[config.mk]
export PLATFORM = sky130hd
export DESIGN_NAME = flow_ctrl_top
export DESIGN_NICKNAME = d
export VERILOG_FILES = /design/src/source/flow_pkg.sv /design/src/source/flow_ctrl_top.sv /design/src/source/inst_select.sv /design/src/source/irq_urom.sv /design/src/source/urom_addr_counter.sv /design/src/source/flow_ctrl_fsm.sv
export SDC_FILE = /design/constraint.sdc
export NUM_CORES = 1
export LEC_CHECK = 0
export BUFFER_PORTS_ARGS = -buffer_cell sky130_fd_sc_hd__buf_2
export CORE_AREA = 2 2 88 65
export DETAILED_ROUTE_END_ITERATION = 8
export DIE_AREA = 0 0 90 67
export GPL_ROUTABILITY_DRIVEN = 0
export PLACE_DENSITY_LB_ADDON = 0.2
export SYNTH_ARGS = -nofsm -noshare
export SYNTH_HDL_FRONTEND = slang
export SYNTH_SLANG_ARGS = --single-unit
[constraint.sdc]
create_clock -name clk -period 2.41 [get_ports clk]
set_input_delay 0.241 -clock clk [delete_from_list [all_inputs] [get_ports clk]]
set_output_delay 0.241 -clock clk [all_outputs]
set_load 0.005 [all_outputs]
[src/source/flow_pkg.sv]
`default_nettype none

package flow_pkg;

   // instruction word width
   localparam int INST_W = 32;

   // micro-rom address width, 16 words
   localparam int UROM_ADDR_W = 4;

   // interrupt entry sequence
   localparam logic [UROM_ADDR_W-1:0] ENTRY_START = 4'd0;
   localparam int ENTRY_LEN = 6;

   // return-from-interrupt sequence
   localparam logic [UROM_ADDR_W-1:0] EXIT_START = 4'd8;
   localparam int EXIT_LEN = 5;

   // last word of each sequence
   localparam logic [UROM_ADDR_W-1:0] ENTRY_LAST =
      UROM_ADDR_W'(ENTRY_START + ENTRY_LEN - 1);
   localparam logic [UROM_ADDR_W-1:0] EXIT_LAST =
      UROM_ADDR_W'(EXIT_START + EXIT_LEN - 1);

   // OP-IMM major opcode, used by every rom word
   localparam logic [6:0] UROM_OPCODE = 7'b0010011;

   // offset added to the address to form the rom immediate
   localparam logic [11:0] UROM_IMM_BASE = 12'd16;

   // pipeline control states
   typedef enum logic [2:0] {
      RESET,
      CONT,
      BRANCH,
      WAIT_DATA,
      IRQ_SEQ,
      RETI_SEQ
   } pstate_e;

   // requests from the decode stage
   typedef struct packed {
      logic branch_taken;
      logic data_read;
      logic data_write;
      logic reti;
   } cpu_events_t;

   // commands to the pipeline
   typedef struct packed {
      logic stall;
      logic new_pc;
      logic data_access;
      logic bypass;
   } flow_cmd_t;

   // micro-rom counter commands
   typedef struct packed {
      logic                   load;
      logic                   inc;
      logic [UROM_ADDR_W-1:0] start;
   } urom_cmd_t;

endpackage

`default_nettype wire
[src/source/flow_ctrl_top.sv]
`default_nettype none
`timescale 1ns/100ps

module flow_ctrl_top import flow_pkg::*; (
   input  wire logic              clk,
   input  wire logic              rst_n,
   input  cpu_events_t            events,
   input  wire logic              data_ready,
   input  wire logic              code_ready,
   input  wire logic              irq,
   input  wire logic [INST_W-1:0] fetch_inst,
   output flow_cmd_t              flow,
   output logic                   irq_ack,
   output logic                   in_handler,
   output pstate_e                pstate,
   output logic      [INST_W-1:0] inst,
   output logic                   inst_valid
);

   // fsm to counter
   urom_cmd_t urom_cmd;

   // counter back to fsm
   logic seq_last;

   // micro-rom path
   logic [UROM_ADDR_W-1:0] urom_addr;
   logic [INST_W-1:0]      urom_word;

   flow_ctrl_fsm u_fsm (
      .clk        (clk),
      .rst_n      (rst_n),
      .events     (events),
      .data_ready (data_ready),
      .code_ready (code_ready),
      .irq        (irq),
      .seq_last   (seq_last),
      .flow       (flow),
      .urom_cmd   (urom_cmd),
      .irq_ack    (irq_ack),
      .in_handler (in_handler),
      .pstate     (pstate)
   );

   urom_addr_counter u_counter (
      .clk      (clk),
      .rst_n    (rst_n),
      .urom_cmd (urom_cmd),
      .addr     (urom_addr),
      .seq_last (seq_last)
   );

   irq_urom u_urom (
      .addr (urom_addr),
      .word (urom_word)
   );

   inst_select u_select (
      .clk        (clk),
      .rst_n      (rst_n),
      .fetch_inst (fetch_inst),
      .urom_word  (urom_word),
      .flow       (flow),
      .inst       (inst),
      .inst_valid (inst_valid)
   );

endmodule

`default_nettype wire

[src/source/inst_select.sv]
`default_nettype none
`timescale 1ns/100ps

module inst_select import flow_pkg::*; (
   input  wire logic              clk,
   input  wire logic              rst_n,
   input  wire logic [INST_W-1:0] fetch_inst,
   input  wire logic [INST_W-1:0] urom_word,
   input  flow_cmd_t              flow,
   output logic      [INST_W-1:0] inst,
   output logic                   inst_valid
);

   // word offered to the register this cycle
   logic [INST_W-1:0] inst_next;

   // rom word overrides fetched code during a sequence
   assign inst_next = flow.bypass ? urom_word : fetch_inst;

   // instruction register, frozen while stalled
   always_ff @(posedge clk) begin
      if (!flow.stall) begin
         inst <= inst_next;
      end
   end

   // decode sees a fresh word only after a non-stalled cycle
   always_ff @(posedge clk or negedge rst_n) begin
      if (!rst_n) begin
         inst_valid <= 1'b0;
      end else begin
         inst_valid <= !flow.stall;
      end
   end

endmodule

`default_nettype wire

[src/source/irq_urom.sv]
`default_nettype none
`timescale 1ns/100ps

module irq_urom import flow_pkg::*; (
   input  wire logic [UROM_ADDR_W-1:0] addr,
   output logic      [INST_W-1:0]      word
);

   // addi x0, x0, imm
   function automatic logic [INST_W-1:0] addi_x0(input logic [11:0] imm);
      // imm, rs1, funct3, rd, opcode
      return {imm, 5'd0, 3'b000, 5'd0, UROM_OPCODE};
   endfunction

   // immediate is the address plus 16
   always_comb begin
      case (addr)
         // entry sequence
         4'd0:    word = addi_x0(UROM_IMM_BASE + 12'd0);
         4'd1:    word = addi_x0(UROM_IMM_BASE + 12'd1);
         4'd2:    word = addi_x0(UROM_IMM_BASE + 12'd2);
         4'd3:    word = addi_x0(UROM_IMM_BASE + 12'd3);
         4'd4:    word = addi_x0(UROM_IMM_BASE + 12'd4);
         4'd5:    word = addi_x0(UROM_IMM_BASE + 12'd5);
         // exit sequence
         4'd8:    word = addi_x0(UROM_IMM_BASE + 12'd8);
         4'd9:    word = addi_x0(UROM_IMM_BASE + 12'd9);
         4'd10:   word = addi_x0(UROM_IMM_BASE + 12'd10);
         4'd11:   word = addi_x0(UROM_IMM_BASE + 12'd11);
         4'd12:   word = addi_x0(UROM_IMM_BASE + 12'd12);
         // unused slots, plain nop
         default: word = addi_x0(12'd0);
      endcase
   end

endmodule

`default_nettype wire

[src/source/urom_addr_counter.sv]
`default_nettype none
`timescale 1ns/100ps

module urom_addr_counter import flow_pkg::*; (
   input  wire logic              clk,
   input  wire logic              rst_n,
   input  urom_cmd_t              urom_cmd,
   output logic [UROM_ADDR_W-1:0] addr,
   output logic                   seq_last
);

   logic [UROM_ADDR_W-1:0] addr_q;
   logic [UROM_ADDR_W-1:0] last_addr;

   // high once the exit sequence has been loaded
   logic exit_q;

   // look-ahead address, so the rom word lines up with the command cycle
   always_comb begin
      if (urom_cmd.load) begin
         addr = urom_cmd.start;
      end else if (urom_cmd.inc) begin
         addr = addr_q + 1'b1;
      end else begin
         addr = addr_q;
      end
   end

   always_ff @(posedge clk or negedge rst_n) begin
      if (!rst_n) begin
         addr_q <= '0;
         exit_q <= 1'b0;
      end else begin
         addr_q <= addr;
         // remember which sequence is running
         if (urom_cmd.load) begin
            exit_q <= (urom_cmd.start == EXIT_START);
         end
      end
   end

   assign last_addr = exit_q ? EXIT_LAST : ENTRY_LAST;

   // end of sequence, seen on the word being fetched now
   assign seq_last = (addr == last_addr);

   // fsm stops incrementing at the last word
   a_no_overrun: assert property (
      @(posedge clk) disable iff (!rst_n)
      urom_cmd.inc |-> addr_q != last_addr
   );

endmodule

`default_nettype wire

[src/source/flow_ctrl_fsm.sv]
`default_nettype none
`timescale 1ns/100ps

module flow_ctrl_fsm import flow_pkg::*; (
   input  wire logic  clk,
   input  wire logic  rst_n,
   input  cpu_events_t events,
   input  wire logic  data_ready,
   input  wire logic  code_ready,
   input  wire logic  irq,
   input  wire logic  seq_last,
   output flow_cmd_t  flow,
   output urom_cmd_t  urom_cmd,
   output logic       irq_ack,
   output logic       in_handler,
   output pstate_e    pstate
);

   pstate_e pstate_next;

   // set at the first edge after reset release
   logic rst_done;

   // any data request from decode
   logic data_req;

   assign data_req = events.data_read | events.data_write;

   // next state and command decode
   always_comb begin
      pstate_next = pstate;
      flow        = '0;
      urom_cmd    = '0;
      irq_ack     = 1'b0;

      case (pstate)
         RESET: begin
            // one stalled cycle once the clock has run past reset
            flow.stall = rst_done;
            if (rst_done) begin
               pstate_next = CONT;
            end
         end

         CONT: begin
            // priority: branch, data, irq, reti
            if (events.branch_taken) begin
               flow.new_pc = 1'b1;
               flow.stall  = 1'b1;
               pstate_next = BRANCH;
            end else if (data_req) begin
               flow.data_access = 1'b1;
               pstate_next      = WAIT_DATA;
            end else if (irq && !in_handler) begin
               irq_ack        = 1'b1;
               urom_cmd.load  = 1'b1;
               urom_cmd.start = ENTRY_START;
               // first rom word goes into the inst register now
               flow.bypass    = 1'b1;
               pstate_next    = IRQ_SEQ;
            end else if (events.reti && in_handler) begin
               urom_cmd.load  = 1'b1;
               urom_cmd.start = EXIT_START;
               flow.bypass    = 1'b1;
               pstate_next    = RETI_SEQ;
            end
            // reti outside a handler falls through here
         end

         BRANCH: begin
            // keep new pc out until the fetch side answers
            flow.new_pc = 1'b1;
            flow.stall  = !code_ready;
            if (code_ready) begin
               pstate_next = CONT;
            end
         end

         WAIT_DATA: begin
            flow.stall = !data_ready;
            if (data_ready) begin
               pstate_next = CONT;
            end
         end

         IRQ_SEQ, RETI_SEQ: begin
            // rom drives the instruction stream, events ignored
            flow.bypass  = 1'b1;
            urom_cmd.inc = 1'b1;
            if (seq_last) begin
               pstate_next = CONT;
            end
         end

         default: begin
            pstate_next = CONT;
         end
      endcase
   end

   // state register
   always_ff @(posedge clk or negedge rst_n) begin
      if (!rst_n) begin
         pstate <= RESET;
      end else begin
         pstate <= pstate_next;
      end
   end

   always_ff @(posedge clk or negedge rst_n) begin
      if (!rst_n) begin
         rst_done <= 1'b0;
      end else begin
         rst_done <= 1'b1;
      end
   end

   // handler flag, changes when a sequence finishes
   always_ff @(posedge clk or negedge rst_n) begin
      if (!rst_n) begin
         in_handler <= 1'b0;
      end else if (seq_last && pstate == IRQ_SEQ) begin
         in_handler <= 1'b1;
      end else if (seq_last && pstate == RETI_SEQ) begin
         in_handler <= 1'b0;
      end
   end

   // no new pc while a data access is pending
   a_no_new_pc_in_data: assert property (
      @(posedge clk) disable iff (!rst_n)
      pstate == WAIT_DATA |-> !flow.new_pc
   );

   // counter never sees both commands at once
   a_load_inc_exclusive: assert property (
      @(posedge clk) disable iff (!rst_n)
      !(urom_cmd.load && urom_cmd.inc)
   );

   // an acknowledged interrupt always starts the entry sequence
   a_ack_enters_seq: assert property (
      @(posedge clk) disable iff (!rst_n)
      irq_ack |=> pstate == IRQ_SEQ
   );

endmodule

`default_nettype wire

After elaboration in Yosys (flattened, before gate mapping) --
Memories as Yosys holds them, arrays and structs flattened. Cells that the tools add are included.
Word-level totals: output and inout port bits 42, input port bits 41, register bits 43, memories 1, bits in read-only memories 80, logic and storage cells 71
Memories:
- (no name shown) | words 16, width 5, read ports 1, clocked after Yosys merged registers in 0, wr ports 0, line irq_urom.sv:17 | case (addr)
Operators by class: bitwise operators 1, equality and inequality tests 12, muxes and demuxes 37, reduce and logical (&&, ||, !) cells 12, $add $sub $neg 1
Operator list (number):
- two-way mux 32 bit | 1
- two-way mux 4 bit | 8
- two-way mux 3 bit | 8
- one-hot mux 3 bit (5 select lines) | 1
- two-way mux 1 bit | 14
- == test 3 x 2 -> 1 bit (second input constant) | 2
- == test 3 bit (second input constant) | 2
- inequality test 5 x 2 -> 1 bit (second input constant) | 1
- AND reduction 5 bit | 1
- adder 4 x 1 -> 4 bit (second input constant) | 1
- == test 4 bit | 1
- == test 4 bit (second input constant) | 1
- logical AND 1 bit | 4
- zero test 1 bit | 4
- two-way mux 2 bit | 2
- inequality test 2 x 1 -> 1 bit (second input constant) | 2
- inequality test 2 bit (second input constant) | 2
- one-hot mux 1 bit (2 select lines) | 2
- one-hot mux 1 bit (4 select lines) | 1
- == test 3 x 1 -> 1 bit (second input constant) | 1
- zero test 3 bit | 1
- nonzero test 2 bit | 1
- OR reduction 2 bit | 1
- bitwise OR 1 bit | 1

Longest topological paths before layout --
word-level depth 11, mapped depth 9, mapped depth without buffers 7

Cells and area by module --
From an unflattened synthesis, not the netlist that was laid out.
Unflattened totals: cell total of the unflattened synthesis 188, area, all modules 2477.4 um^2
By module, submodules not included:
- inst_select | cells each 70, area each 1534.0 um^2, sequential area each 985.9 um^2, times used 1
- flow_ctrl_fsm | cells each 50, area each 391.6 um^2, sequential area each 125.1 um^2, times used 1
- urom_addr_counter | cells each 31, area each 294.0 um^2, sequential area each 125.1 um^2, times used 1
- irq_urom | cells each 37, area each 257.7 um^2, sequential area each 0.0 um^2, times used 1

Worst setup path before layout --
No wires, ideal clock.
path kind reg2reg, from register u_fsm.pstate[2], to register u_select.inst[2], data pin, path slack 0.203 ns, clock period less this slack 2.207 ns, stages on the path, launching flop included 7, required time 2.155 ns, buffers on the path 2, arrival 1.952 ns, cells stage by stage dfrtp_1 or4b_4 a2111oi_4 nor2_1 clkbuf_1 clkbuf_1 and2_1
Between the ends: word-level cells in the longest chain between the ends 4
Ends and longest elaborated chain:
- from (decl) | line flow_ctrl_fsm.sv:16 | output pstate_e pstate
- from (signal assigned) | line flow_ctrl_fsm.sv:106 | pstate <= pstate_next;
- == test 3 bit | line flow_ctrl_fsm.sv:36 | case (pstate)
- OR reduction 2 bit | line flow_ctrl_fsm.sv:36
- one-hot mux 1 bit (2 select lines) (*) | line flow_ctrl_fsm.sv:36
- two-way mux 32 bit (*) | line inst_select.sv:18 | assign inst_next = flow.bypass ? urom_word : fetch_inst;
- to (signal assigned) | line inst_select.sv:23 | inst <= inst_next;
- to (decl) | line inst_select.sv:10 | output logic [INST_W-1:0] inst,
Every way passes the cells marked *; elsewhere a longest branch is shown, timed or not. A chain may end at the register's enable or synchronous reset.

==> out/results.tsv <==
metric	value	unit
outcome	finished clean	
Die Y	67	um
first-pass GRT wire length	6580	um
Max-Cap Viols	0	
Vias/cell	4.57	
total number of vias	1534	
final worst slack	129	ps
drt drc	0	
Req. time, crit path	2170	ps
post-layout min period	2280	ps
most area-consuming cells after synthesis	edfxtp_1, dfrtp_1, and2_1	
clock root cell	clkbuf_8	
LEAKAGE	0.00118	uW
Mapped Area	2000	sq um
largest net degree at the start of global routing	30	
Max Used Layer	met4	
Hold Vio Cnt, Final	0	
Internal	2100	uW
IO buf count	82	
initial DRC count	95	
Core ar.	5120	sq um
Synth cell types	41	
Largest stage delay, worst path	590	ps
Post-synth ARST share	0.256	
H-tree Lvls	2	
switching portion of total power	0.311	
Max Fclk	438	MHz
Setup Skew	5.59	ps
Seq/Total Area, Yosys	0.617	
dpl cells	323	
Critical Path AT	2040	ps
synthesized area per cell	11.8	sq um
Total Die Area	6030	sq um
CTS Buf Count	5	
Clock Latency Late Sink	290	ps
Tcrit/Tclk final	0.947	
Synth Flop Type	edfxtp_1	
worst hold path class	primary input to flop	
register area	1240	sq um
DP Worst Slack	245	ps
TritonCTS clock tree	built	
clock share of power	0.215	
Final HPWL DP	3100	um
wire per inst	12.6	um
syn nets	211	
Post-Layout Cell Count	336	
Cells after Synth	169	
R2R setup slack	210	ps
PwrDens	1120	nW/um^2
hold depth	2	
nets@finish	305	
WS Path Type	flop to output pin	
layout cells sized above 1	0.417	
Antenna Violating Nets Remaining	0	
Post-synth EDFFs	32	
DP Area	2530	sq um
initial antenna violation count	0	
FF+latch count, synth	43	
Detailed Routing Iterations Pass 1	4	
met3 wire length	291	um
Register-to-Register Path Depth	6	
RSZ-0062 raised after global routing	no	
Clock Sinks	43	
Worst path slowest cell	or4b_4	
total gr overflow	0	
Synth-to-Final Area Change	35.3	%
area occupied by multi-input gates	698	sq um
GRT Total Usage	0.142	
Setup Viol. Count Final	0	
CP Cell Sequence	or4b_4 > a2111oi_4 > buf_4 > nor2_1 > buf_6 > inv_2 > buf_2	
vias in the first global route	1442	
I/O pin cnt	83	
ant diodes	0	
Clock transition at path regs	80	ps
cell accounting for the most synthesized area	edfxtp_1	
CP Launch Type	flop	
Seq pwr share	0.436	
Worst Path Max Fanout	6	
synth warn	0	
max-slew violation count	0	
num rows	22	
Gate power share	0.350	
Die Span X	90	um
final WL	4230	um
post-synth top area share	0.480	
Design Area, Final	2710	sq um
fill cell count	498	
Initial Util	0.391	
met2 wire length	1830	um
setup TNS	0	ps
critical path capture point type	output pin	
P_sw	946	uW
Synth top cells by count	edfxtp_1, and2_1, nand2_1, nor2_1, dfrtp_1	
Max IR drop VDD	641	uV
CTS max path bufs	2	
most common cell in the netlist	edfxtp_1	
Post-Route M1 WL	2090	um
-- cells by family after synthesis --
family                   share of synthesized area
flip-flops                                   0.617
XOR/XNOR                                    0.0131
other                                      0.00187
buffers and inverters                       0.0338
AND/OR/NAND/NOR                              0.211
multiplexers                                0.0100
adder cells (fa/ha/maj)                    0.00625
AO/OA/AOI/OAI                                0.107
-- worst paths after layout --
check / from / to
max: u_fsm.pstate[2]$_DFFE_PN0P_ / flow[0]
min: fetch_inst[0] / u_select.inst[0]$_SDFFCE_PP1N_
max reg2reg: u_fsm.pstate[2]$_DFFE_PN0P_ / u_select.inst[24]$_DFFE_PN_
min reg2reg: u_counter.addr_q[1]$_DFF_PN0_ / u_counter.addr_q[1]$_DFF_PN0_
max in group asynchronous: rst_n / u_counter.addr_q[0]$_DFF_PN0_
min in group asynchronous: rst_n / u_counter.addr_q[2]$_DFF_PN0_
-- final cells by class --
type / instances / share of cell area
Sequential cell: 43 / 0.457
Tap cell: 72 / 0.0333
Clock buffer: 6 / 0.0268
Timing Repair Buffer: 94 / 0.191
Inverter: 9 / 0.0125
Multi-Input combinational cell: 110 / 0.258
Clock inverter: 2 / 0.0222
-- cells in the final DEF, fill, tap and decap left out, types with 3 or more instances in the layout --
| cell | count |
|---|---|
| buf_2 | 83 |
| edfxtp_1 | 32 |
| and2_1 | 25 |
| nand2_1 | 12 |
| nor2_1 | 12 |
| dfrtp_1 | 11 |
| a21oi_1 | 10 |
| buf_4 | 8 |
| inv_1 | 7 |
| nor2b_1 | 5 |
| or3_1 | 5 |
| clkbuf_8 | 5 |
| nand3_1 | 4 |
| nor3_1 | 3 |
-- critical path, delay by kind of cell, from the launching register on --
family | cells | cell delay [ps]
buffers and inverters | 4 | 500
AO/OA/AOI/OAI | 1 | 200
AND/OR/NAND/NOR | 2 | 660
flip-flops | 1 | 390
-- metrics by stage --
step	total power (uW)	utilization	hold WS (ps)
final	3040	0.529	212
after CTS	3070	0.524	204
after detailed placement	2410	0.495	131
after floorplan	1890	-	-54.6
after global routing	3250	0.529	206
after global placement	2400	0.495	130
-- state kept, by name (all words and copies together) (netlist names) --
register / flops
u_counter.addr_q: 4
u_counter.exit_q: 1
u_fsm.in_handler: 1
u_fsm.pstate: 3
u_fsm.rst_done: 1
u_select.inst: 32
u_select.inst_valid: 1
-- power by group through the flow --
| stage | clock, uW | combinational, uW | sequential [uW] |
|---|---|---|---|
| 3_3_place_gp | 0 | 1060 | 1340 |
| 5_1_grt | 699 | 1190 | 1360 |
| 6_report | 654 | 1060 | 1320 |
| 4_1_cts | 668 | 1070 | 1330 |
| 2_1_floorplan | 0 | 518 | 1370 |
| 3_5_place_dp | 0 | 1070 | 1340 |
-- metal layers --
metal	global-route usage	vias to the layer above
li1	-	782
met1	0.198	702
met2	0.209	48
met3	0.0475	2
met4	0.0481	0
met5	0	-
-- timing repair --
item                                    4_1_cts  5_1_grt
hold buffers                                  1        0
hold endpoints to repair                     11        0
gates resized for setup                       0        1
gates cloned                                  0        1
setup buffers                                 1        2
endpoints found under the setup margin        1        1
Note: power is estimated with default switching activity, not from simulation.
